===== config.mk =====
export PLATFORM = sky130hd
export DESIGN_NAME = gb_control_unit
export DESIGN_NICKNAME = d
export VERILOG_FILES = /design/src/logic/gbc_pkg.sv /design/src/logic/opcode_decoder.sv /design/src/logic/mcycle_sequencer.sv /design/src/logic/gb_control_unit.sv
export VERILOG_INCLUDE_DIRS = /design/src /design/src/logic
export SDC_FILE = /design/constraint.sdc
export NUM_CORES = 1
export LEC_CHECK = 0
export ABC_CLOCK_PERIOD_IN_PS = 2400
export BUFFER_PORTS_ARGS = -buffer_cell sky130_fd_sc_hd__buf_2
export CAP_MARGIN = 0
export CORE_MARGIN = 3
export CORE_UTILIZATION = 28
export DETAILED_ROUTE_END_ITERATION = 7
export PLACE_DENSITY = 0.57
export SETUP_SLACK_MARGIN = 0.15
export SLEW_MARGIN = 20
export SYNTH_ARGS = -nofsm -noshare
export SYNTH_HDL_FRONTEND = slang
export SYNTH_SLANG_ARGS = --single-unit

===== constraint.sdc =====
create_clock -name clk -period 2.4 [get_ports clk]
set_clock_uncertainty 0.1 [all_clocks]
set_input_delay 0.24 -clock clk [delete_from_list [all_inputs] [get_ports clk]]
set_output_delay 0.24 -clock clk [all_outputs]
set_load 0.03 [all_outputs]

===== src/logic/gbc_defines.svh =====
`ifndef GBC_DEFINES_SVH
`define GBC_DEFINES_SVH

////////////////////////////////////////////////////////////////////////
// Datapath widths
////////////////////////////////////////////////////////////////////////

// Opcode byte from the prefetch stage
`define GBC_OPCODE_W 8

// 8-bit register selector, B C D E H L - A
`define GBC_REG_SEL_W 3

////////////////////////////////////////////////////////////////////////
// Machine cycle limits
////////////////////////////////////////////////////////////////////////

`define GBC_MCYCLE_W 3

// Taken CALL is the longest instruction kept
`define GBC_MAX_MCYCLES 6

`endif


===== src/logic/gbc_pkg.sv =====
`include "gbc_defines.svh"
`default_nettype none

package gbc_pkg;

    typedef enum logic [1:0] {
        BUS_IDLE  = 2'b00,
        BUS_FETCH = 2'b01,
        BUS_WRITE = 2'b10,
        BUS_READ  = 2'b11
    } bus_op_t;

    typedef enum logic [1:0] {
        AB_PC   = 2'b00,
        AB_SP   = 2'b01,
        AB_TEMP = 2'b10
    } ab_src_t;

    typedef enum logic [1:0] {
        CT_HOLD = 2'b00,
        CT_INC  = 2'b01,
        CT_DEC  = 2'b10
    } ct_op_t;

    typedef enum logic [1:0] {
        PC_SEQ  = 2'b00,
        PC_TEMP = 2'b10 // Jump target collected in the temp register
    } pc_src_t;

    typedef enum logic [1:0] {
        DST_NONE = 2'b00,
        DST_ACC  = 2'b01,
        DST_REG  = 2'b10,
        DST_PAIR = 2'b11
    } alu_dst_t;

    typedef enum logic [3:0] {
        CLS_NOP, CLS_ALU, CLS_LD_RR, CLS_LD_IMM16,
        CLS_JR, CLS_JP, CLS_CALL, CLS_PUSH,
        CLS_POP, CLS_HALT, CLS_STOP, CLS_UNSUPPORTED
    } instr_class_t;

    // Same order as opcode bits 4:3
    typedef enum logic [1:0] {
        COND_NZ = 2'b00,
        COND_Z  = 2'b01,
        COND_NC = 2'b10,
        COND_C  = 2'b11
    } cond_t;

    typedef struct packed {
        logic [2:0]                alu_op;
        logic [`GBC_REG_SEL_W-1:0] rf_rd_sel;
        logic [`GBC_REG_SEL_W-1:0] rf_wr_sel;
        alu_dst_t                  alu_dst;
        logic                      flags_we;
        bus_op_t                   bus_op;
        ab_src_t                   ab_src;
        ct_op_t                    ct_op;
        pc_src_t                   pc_src;
        logic                      pc_we;
        logic                      pc_jr;   // PC plus signed offset
        logic                      next;    // Another m-cycle follows
    } ctrl_word_t;

endpackage

`default_nettype wire


===== src/logic/opcode_decoder.sv =====
`include "gbc_defines.svh"
`default_nettype none

module opcode_decoder
    import gbc_pkg::*;
(
    input  logic                      clk,
    input  logic                      rst,
    input  logic                      accept,
    input  logic [`GBC_OPCODE_W-1:0]  opcode_early,
    output instr_class_t              dec_class,
    output cond_t                     dec_cond,
    output logic                      dec_cond_always,
    output logic [`GBC_REG_SEL_W-1:0] dec_dst_sel,
    output logic [`GBC_REG_SEL_W-1:0] dec_src_sel,
    output logic [1:0]                dec_pair,
    output ctrl_word_t                dec_word
);

    ////////////////////////////////////////////////////////////////////
    // Classification
    ////////////////////////////////////////////////////////////////////

    function automatic instr_class_t classify(input logic [`GBC_OPCODE_W-1:0] op);
        instr_class_t cls;
        casez (op)
            8'h00: cls = CLS_NOP;
            8'h10: cls = CLS_STOP;
            8'h76: cls = CLS_HALT;
            8'b00??_0001: cls = CLS_LD_IMM16;
            8'h18, 8'h20, 8'h28, 8'h30, 8'h38: cls = CLS_JR;
            8'hC3, 8'hC2, 8'hCA, 8'hD2, 8'hDA: cls = CLS_JP;
            8'hCD, 8'hC4, 8'hCC, 8'hD4, 8'hDC: cls = CLS_CALL;
            8'b11??_0101: cls = CLS_PUSH;
            8'b11??_0001: cls = CLS_POP;
            8'b01??_????: begin
                // (HL) row and column not kept
                if (op[5:3] != 3'd6 && op[2:0] != 3'd6) begin
                    cls = CLS_LD_RR;
                end else begin
                    cls = CLS_UNSUPPORTED;
                end
            end
            8'b10??_????: begin
                if (op[2:0] != 3'd6) begin
                    cls = CLS_ALU;
                end else begin
                    cls = CLS_UNSUPPORTED;
                end
            end
            default: cls = CLS_UNSUPPORTED;
        endcase
        return cls;
    endfunction

    ////////////////////////////////////////////////////////////////////
    // Control word for m-cycle 0
    ////////////////////////////////////////////////////////////////////

    function automatic ctrl_word_t first_word(input instr_class_t cls,
                                              input logic [`GBC_OPCODE_W-1:0] op);
        ctrl_word_t w;
        w           = '0;
        w.bus_op    = BUS_FETCH; // Single-cycle default
        w.ab_src    = AB_PC;
        w.ct_op     = CT_INC;
        w.pc_src    = PC_SEQ;
        w.rf_rd_sel = op[2:0];
        w.rf_wr_sel = op[5:3];
        case (cls)
            CLS_ALU: begin
                w.alu_op    = op[5:3];
                w.rf_wr_sel = '1; // A
                w.alu_dst   = DST_ACC;
                w.flags_we  = 1'b1;
            end
            CLS_LD_RR: w.alu_dst = DST_REG;
            CLS_LD_IMM16, CLS_JR, CLS_JP, CLS_CALL: begin
                // First immediate byte
                w.bus_op = BUS_READ;
                w.next   = 1'b1;
            end
            CLS_POP: begin
                w.bus_op = BUS_READ;
                w.ab_src = AB_SP;
                w.next   = 1'b1;
            end
            CLS_PUSH: begin
                w.bus_op = BUS_IDLE; // SP predecrement only
                w.ab_src = AB_SP;
                w.ct_op  = CT_DEC;
                w.next   = 1'b1;
            end
            default: ;
        endcase
        return w;
    endfunction

    instr_class_t op_class;
    logic         op_always;

    assign op_class  = classify(opcode_early);
    assign op_always = (opcode_early == 8'h18) || (opcode_early == 8'hC3) ||
                       (opcode_early == 8'hCD);

    always_ff @(posedge clk) begin
        if (rst) begin
            dec_class       <= CLS_NOP;
            dec_cond_always <= 1'b0;
        end else if (accept) begin
            dec_class       <= op_class;
            dec_cond_always <= op_always;
        end
    end

    always_ff @(posedge clk) begin
        if (accept) begin
            dec_cond    <= cond_t'(opcode_early[4:3]);
            dec_dst_sel <= opcode_early[5:3];
            dec_src_sel <= opcode_early[2:0];
            dec_pair    <= opcode_early[5:4]; // BC DE HL AF/SP
            dec_word    <= first_word(op_class, opcode_early);
        end
    end

endmodule

`default_nettype wire


===== src/logic/mcycle_sequencer.sv =====
`include "gbc_defines.svh"
`default_nettype none

module mcycle_sequencer
    import gbc_pkg::*;
(
    input  logic                      clk,
    input  logic                      rst,
    input  logic                      op_valid,
    input  logic                      f_z,
    input  logic                      f_c,
    input  instr_class_t              dec_class,
    input  cond_t                     dec_cond,
    input  logic                      dec_cond_always,
    input  logic [`GBC_REG_SEL_W-1:0] dec_dst_sel,
    input  logic [`GBC_REG_SEL_W-1:0] dec_src_sel,
    input  logic [1:0]                dec_pair,
    input  ctrl_word_t                dec_word,
    output logic                      accept,
    output logic                      op_ready,
    output ctrl_word_t                ctrl,
    output logic                      ctrl_valid,
    output logic                      halt,
    output logic                      stop
);

    localparam logic [`GBC_MCYCLE_W-1:0] LAST_MCYCLE =
        `GBC_MCYCLE_W'(`GBC_MAX_MCYCLES - 1);
    localparam ctrl_word_t IDLE_WORD = '0;

    logic                      busy;
    logic [`GBC_MCYCLE_W-1:0]  m_cycle;
    logic                      cond_met;
    logic                      taken;
    logic [`GBC_REG_SEL_W-1:0] pair_hi;
    logic [`GBC_REG_SEL_W-1:0] pair_lo;
    ctrl_word_t                word;

    always_comb begin
        case (dec_cond)
            COND_NZ: cond_met = !f_z;
            COND_Z:  cond_met = f_z;
            COND_NC: cond_met = !f_c;
            default: cond_met = f_c;
        endcase
    end

    assign taken   = dec_cond_always || cond_met;
    assign pair_hi = {dec_pair, 1'b0};
    assign pair_lo = {dec_pair, 1'b1};

    ////////////////////////////////////////////////////////////////////
    // Per-cycle control word
    ////////////////////////////////////////////////////////////////////

    always_comb begin
        word = dec_word;
        if (m_cycle != '0) begin
            // Later cycles start quiet and present the raw opcode fields
            word.rf_rd_sel = dec_src_sel;
            word.rf_wr_sel = dec_dst_sel;
            word.alu_dst   = DST_NONE;
            word.flags_we  = 1'b0;
            word.bus_op    = BUS_IDLE;
            word.ct_op     = CT_HOLD;
            word.pc_src    = PC_SEQ;
            word.pc_we     = 1'b0;
            word.pc_jr     = 1'b0;
            word.next      = 1'b0;
        end
        case (dec_class)
            CLS_LD_IMM16, CLS_POP: begin
                if (m_cycle == 3'd1) begin
                    word.bus_op = BUS_READ; // High byte, address source kept
                    word.ct_op  = CT_INC;
                    word.next   = 1'b1;
                end else if (m_cycle == 3'd2) begin
                    word.alu_dst   = DST_PAIR;
                    word.rf_wr_sel = pair_hi;
                end
            end
            CLS_PUSH: begin
                if (m_cycle == 3'd1) begin
                    word.bus_op    = BUS_WRITE;
                    word.ab_src    = AB_SP;
                    word.ct_op     = CT_DEC;
                    word.rf_rd_sel = pair_hi;
                    word.next      = 1'b1;
                end else if (m_cycle == 3'd2) begin
                    word.bus_op    = BUS_WRITE;
                    word.ab_src    = AB_SP;
                    word.rf_rd_sel = pair_lo;
                    word.next      = 1'b1;
                end
            end
            CLS_JR: begin
                if (m_cycle == 3'd1 && taken) begin
                    word.pc_jr = 1'b1;
                    word.next  = 1'b1;
                end
            end
            CLS_JP, CLS_CALL: begin
                if (m_cycle == 3'd1) begin
                    word.bus_op = BUS_READ;
                    word.ct_op  = CT_INC;
                    word.next   = 1'b1;
                end else if (m_cycle == 3'd2 && taken) begin
                    if (dec_class == CLS_JP) begin
                        word.pc_src = PC_TEMP;
                        word.pc_we  = 1'b1;
                    end else begin
                        word.ab_src = AB_SP; // Make room for return address
                        word.ct_op  = CT_DEC;
                    end
                    word.next = 1'b1;
                end else if (dec_class == CLS_CALL &&
                             (m_cycle == 3'd3 || m_cycle == 3'd4)) begin
                    word.bus_op = BUS_WRITE;
                    word.ab_src = AB_SP;
                    word.ct_op  = CT_DEC;
                    word.next   = 1'b1;
                    if (m_cycle == 3'd4) begin
                        word.pc_src = PC_TEMP;
                        word.pc_we  = 1'b1;
                    end
                end
            end
            default: ;
        endcase
        // Final cycle hands the bus back to opcode fetch
        if (!word.next || m_cycle == LAST_MCYCLE) begin
            word.next   = 1'b0;
            word.bus_op = BUS_FETCH;
            word.ab_src = AB_PC;
            word.ct_op  = CT_INC;
        end
    end

    assign ctrl       = busy ? word : IDLE_WORD;
    assign ctrl_valid = busy;
    assign op_ready   = !ctrl.next; // Idle or last cycle
    assign accept     = op_valid && op_ready;
    assign halt = busy && (dec_class == CLS_HALT || dec_class == CLS_UNSUPPORTED);
    assign stop = busy && (dec_class == CLS_STOP || dec_class == CLS_UNSUPPORTED);

    always_ff @(posedge clk) begin
        if (rst) begin
            busy    <= 1'b0;
            m_cycle <= '0;
        end else if (accept) begin
            busy    <= 1'b1;
            m_cycle <= '0;
        end else if (busy && word.next) begin
            m_cycle <= m_cycle + `GBC_MCYCLE_W'(1);
        end else begin
            busy    <= 1'b0;
            m_cycle <= '0;
        end
    end

endmodule

`default_nettype wire


===== src/logic/gb_control_unit.sv =====
`include "gbc_defines.svh"
`default_nettype none

module gb_control_unit
    import gbc_pkg::*;
(
    input  logic                     clk,
    input  logic                     rst,
    input  logic                     op_valid,
    input  logic [`GBC_OPCODE_W-1:0] opcode_early,
    output logic                     op_ready,
    input  logic                     f_z,
    input  logic                     f_c,
    output ctrl_word_t               ctrl,
    output logic                     ctrl_valid,
    output logic                     halt,
    output logic                     stop
);

    logic                      accept;
    instr_class_t              dec_class;
    cond_t                     dec_cond;
    logic                      dec_cond_always;
    logic [`GBC_REG_SEL_W-1:0] dec_dst_sel;
    logic [`GBC_REG_SEL_W-1:0] dec_src_sel;
    logic [1:0]                dec_pair;
    ctrl_word_t                dec_word;

    // Registered decode, one cycle after accept
    opcode_decoder u_decoder (
        .clk             (clk),
        .rst             (rst),
        .accept          (accept),
        .opcode_early    (opcode_early),
        .dec_class       (dec_class),
        .dec_cond        (dec_cond),
        .dec_cond_always (dec_cond_always),
        .dec_dst_sel     (dec_dst_sel),
        .dec_src_sel     (dec_src_sel),
        .dec_pair        (dec_pair),
        .dec_word        (dec_word)
    );

    mcycle_sequencer u_sequencer (
        .clk             (clk),
        .rst             (rst),
        .op_valid        (op_valid),
        .f_z             (f_z),
        .f_c             (f_c),
        .dec_class       (dec_class),
        .dec_cond        (dec_cond),
        .dec_cond_always (dec_cond_always),
        .dec_dst_sel     (dec_dst_sel),
        .dec_src_sel     (dec_src_sel),
        .dec_pair        (dec_pair),
        .dec_word        (dec_word),
        .accept          (accept),
        .op_ready        (op_ready),
        .ctrl            (ctrl),
        .ctrl_valid      (ctrl_valid),
        .halt            (halt),
        .stop            (stop)
    );

endmodule

`default_nettype wire


==> impl_summary.log <==
[metrics] number of enable-type register cells in the synthesized netlist: 21
[metrics] Total Power: roughly 1.5 mW
[metrics] share of flip-flops with an asynchronous set or reset after synthesis: 0%
[metrics] post-route standard cell area excluding fillers: 0.00333 mm^2
[metrics] number of antenna violations at the first check in global routing: 0
[metrics] leakage power figure: 1.31 nW
[metrics] worst-case reg-to-reg path depth: 10
[metrics] Starting DRT DRC Count: 106
[metrics] Total Routed Length: roughly 6500 um
[metrics] vias: roughly 2200
[metrics] gr usage total: 13.4%
[metrics] die outline area: 0.00940 mm^2
[metrics] power density cells: 452 mW/mm^2
[metrics] Clock Root Buffer: sky130_fd_sc_hd__clkbuf_8
[metrics] reg-to-reg critical path startpoint: u_decoder.dec_pair[0]$_DFFE_PP_
[metrics] overflow left after global routing: 0
[metrics] Top Ports: 40
[metrics] PnR worst setup slack: -0.0310 ns
[metrics] clk slew on worst S/H paths: 0.06 ns
[metrics] Setup crit start: u_decoder.dec_pair[0]$_DFFE_PP_
[metrics] sequential fraction of the synthesis area: 35.0%
[metrics] Clk Latency, worst-skew pair: approximately 0.28 ns
[metrics] crit path time final: 2.43 ns
[metrics] drt first pass iters: 4
[metrics] signal arrival time at the worst endpoint: 2.09 ns
[metrics] termination of the worst setup path: ctrl[10]
[metrics] count of port buffers added during placement: 37
[metrics] largest driver fanout on the critical path: 5
[metrics] Die X-Extent: 97.0 um
[metrics] Final Hold Fails: 0
[metrics] largest net degree at the start of global routing: 25
[metrics] MaxCap Viol Count: 0
[metrics] peak supply drop: approximately 0.22 mV
[metrics] filler instances: 763
[metrics] Critical Path Source Type: flop
[metrics] Crit Path Class: reg -> out
[metrics] Initial Utilization: 29.4%
[metrics] DRC Markers: 0
[metrics] result of the run: finished, violations left
[metrics] clk buf depth: 2
[metrics] Die Y: 97.0 um
[metrics] final count of negative-setup-slack endpoints: 3
[metrics] DRT antenna net count: 0
[metrics] TritonCTS clock tree: done
[metrics] total clock sinks: 30
[metrics] final net count: around 350
[metrics] endpoint of the most critical register-to-register path: u_decoder.dec_class[0]$_SDFFE_PP0P_
[metrics] worst hold-check path type: in -> reg
[metrics] worst slew pin tran: 0.591 ns
[metrics] kind of end point of the critical path: output pin
[metrics] # hold bufs at CTS: 0
[metrics] violated checks: negative setup slack
[metrics] max-slew violation count: 0
[metrics] number of H-tree levels: 2
[metrics] detailed placement HPWL: between 4000 and 5000 um
[metrics] post-DR vias/cell: 5.15
[metrics] number of register bits inferred by synthesis: 30
[metrics] total number of placement rows: 32
[metrics] clock buffer count from CTS: 5
[metrics] n_diodes: 0
[metrics] per-cell routed wire length: 15.2 um
[metrics] netlist area before placement: 0.00232 mm^2
[metrics] primary flip-flop cell chosen by synthesis mapping: sky130_fd_sc_hd__edfxtp_1
[metrics] Final Wtd Congestion: 0.859
[metrics] first-pass GRT wire length: 10400 um
[metrics] number of global-route vias before repair: 2110
[metrics] Post-DP Area: between 0.002 and 0.003 mm^2
[metrics] share of final-layout standard cells stronger than drive strength 1: 49.1%
[metrics] Layout area overhead: 43.7%
[metrics] Post-Synthesis Mean Instance Area: 8.98 um^2
[metrics] setup repair after global routing missed its margin: true
[metrics] Placeable Area: around 0.0079 mm^2
[metrics] critical path required time: 2.06 ns
[metrics] Yosys Warn Count: 0
[metrics] FF-to-FF setup slack: 0.03 ns
[metrics] synth unique cells: 70
[metrics] relative max-transition margin: 60.1%
[metrics] Tcrit/Tclk final: 101%
[metrics] post-synthesis cell count: 258
[metrics] Max Freq: 411 MHz
==> flip-flops by register name, summed over array words and instances (netlist names) <==
signal and flops:
u_decoder.dec_class 4, u_decoder.dec_cond_always 1, u_decoder.dec_dst_sel 1, u_decoder.dec_pair 2, u_decoder.dec_src_sel 3, u_decoder.dec_word 15
u_sequencer.ctrl_valid 1, u_sequencer.m_cycle 3
==> cell usage after synthesis, types with 6 or more instances <==
cell	count	area share (%)
sky130_fd_sc_hd__edfxtp_1	21	27
sky130_fd_sc_hd__a21oi_1	20	4.3
sky130_fd_sc_hd__inv_1	18	2.9
sky130_fd_sc_hd__nand2_1	18	2.9
sky130_fd_sc_hd__nor2_1	18	2.9
sky130_fd_sc_hd__dfxtp_1	9	7.8
sky130_fd_sc_hd__ha_1	8	4.3
sky130_fd_sc_hd__nand3_1	8	1.7
sky130_fd_sc_hd__and2_1	7	1.9
sky130_fd_sc_hd__nor3_1	7	1.5
sky130_fd_sc_hd__a211oi_1	6	1.9
sky130_fd_sc_hd__a31oi_1	6	1.6
sky130_fd_sc_hd__or2_2	6	1.6
==> cells in the final DEF (no fill, tap or decap), types with 4 or more instances in the layout <==
master                     instances
sky130_fd_sc_hd__a21oi_4           6
sky130_fd_sc_hd__inv_1            14
sky130_fd_sc_hd__o31ai_1           4
sky130_fd_sc_hd__nor2_1           17
sky130_fd_sc_hd__buf_2            21
sky130_fd_sc_hd__nor4_1            4
sky130_fd_sc_hd__and2_1            7
sky130_fd_sc_hd__nand3_2           4
sky130_fd_sc_hd__a21oi_2           7
sky130_fd_sc_hd__nand2_1          15
sky130_fd_sc_hd__or2_2             6
sky130_fd_sc_hd__nor3_1            7
sky130_fd_sc_hd__a31oi_1           6
sky130_fd_sc_hd__buf_6            14
sky130_fd_sc_hd__nor3b_1           4
sky130_fd_sc_hd__a211oi_2          4
sky130_fd_sc_hd__edfxtp_1         21
sky130_fd_sc_hd__a21oi_1           9
sky130_fd_sc_hd__nand3b_1          4
sky130_fd_sc_hd__clkbuf_8          6
sky130_fd_sc_hd__nand3_1           4
sky130_fd_sc_hd__buf_4            40
==> power breakdown <==
group          leakage, nW  internal [mW]  switching, mW
Sequential           0.279          0.601         0.0295
Clock               0.0472          0.230          0.187
Combinational        0.984          0.193          0.266
Total                 1.31           1.02          0.482
==> worst max-delay path: stages (launching register included) <==
cell                       delay (ns)
sky130_fd_sc_hd__edfxtp_1        0.42
sky130_fd_sc_hd__mux2i_2         0.24
sky130_fd_sc_hd__xnor2_2         0.12
sky130_fd_sc_hd__a211o_1         0.34
sky130_fd_sc_hd__a21oi_4         0.19
sky130_fd_sc_hd__nor2_4          0.07
sky130_fd_sc_hd__o31ai_2         0.24
sky130_fd_sc_hd__buf_4           0.20
==> per-layer routing <==
metal / share of wire [%] / wire length, um / GRT usage [%]
met2: 52 / 3350 / 23.2
met1: 43 / 2780 / 16.7
met3: 3.7 / 240 / 1.73
met5: 0 / 0 / 0
met4: 2.0 / 131 / 5.29
==> final cells by class <==
| type | count | area (um^2) | share of cell area (%) |
|---|---|---|---|
| Clock buffer | 6 | 82.6 | 2.48 |
| Sequential cell | 30 | 826 | 24.8 |
| Tap cell | 102 | 128 | 3.83 |
| Multi-Input combinational cell | 193 | 1610 | 48.3 |
| Inverter | 18 | 76.3 | 2.29 |
| Timing Repair Buffer | 77 | 598 | 18.0 |
| Clock inverter | 2 | 12.5 | 0.376 |
==> stage by stage <==
step / worst slack (ns) / hold slack, ns / TNS (ns) / cells / utilization [%]
floorplan: 0.0337 / 0.239 / 0 / 259 / -
global placement: -0.0299 / 0.379 / -0.111 / 404 / 34.5
detailed placement: -0.230 / 0.393 / -1.34 / 404 / 34.5
CTS: -0.0718 / 0.165 / -0.109 / 417 / 38.7
global route: -0.176 / 0.193 / -1.13 / 428 / 42.2
finish: -0.0310 / 0.186 / -0.0367 / 428 / 42.2
==> worst min-delay path by stage <==
| stage | from | to | slack, ns | depth (start not counted) |
|---|---|---|---|---|
| global placement | u_sequencer.m_cycle[0]$_SDFF_PP0_ | u_sequencer.m_cycle[0]$_SDFF_PP0_ | 0.38 | 1 |
| global route | rst | u_decoder.dec_class[2]$_SDFFE_PP0P_ | 0.19 | 2 |
| floorplan | opcode_early[3] | u_decoder.dec_dst_sel[0]$_DFFE_PP_ | 0.24 | 0 |
| finish | opcode_early[2] | u_decoder.dec_src_sel[2]$_DFFE_PP_ | 0.19 | 1 |
| detailed placement | u_sequencer.m_cycle[0]$_SDFF_PP0_ | u_sequencer.m_cycle[0]$_SDFF_PP0_ | 0.39 | 1 |
| CTS | rst | u_sequencer.m_cycle[1]$_SDFF_PP0_ | 0.17 | 2 |
==> what timing repair did <==
item / in CTS / in global routing
endpoints found under the setup margin: 41 / 52
pin swaps: 11 / 13
resized for setup: 55 / 51
buffers inserted: 5 / 11
==> cells by family (layout without fill, tap and decap cells) <==
group | after synthesis | in the layout | share of synthesized area, %
xor+xnor | 3 | 3 | 1.13
other cells | 1 | 2 | 0.162
flops | 30 | 30 | 35.0
simple gates | 108 | 108 | 28.1
compound gates | 66 | 66 | 20.5
buf+inv | 36 | 103 | 8.10
fa+ha+maj | 9 | 9 | 4.75
mux | 5 | 5 | 2.21
(Power assumes the default switching activity.)
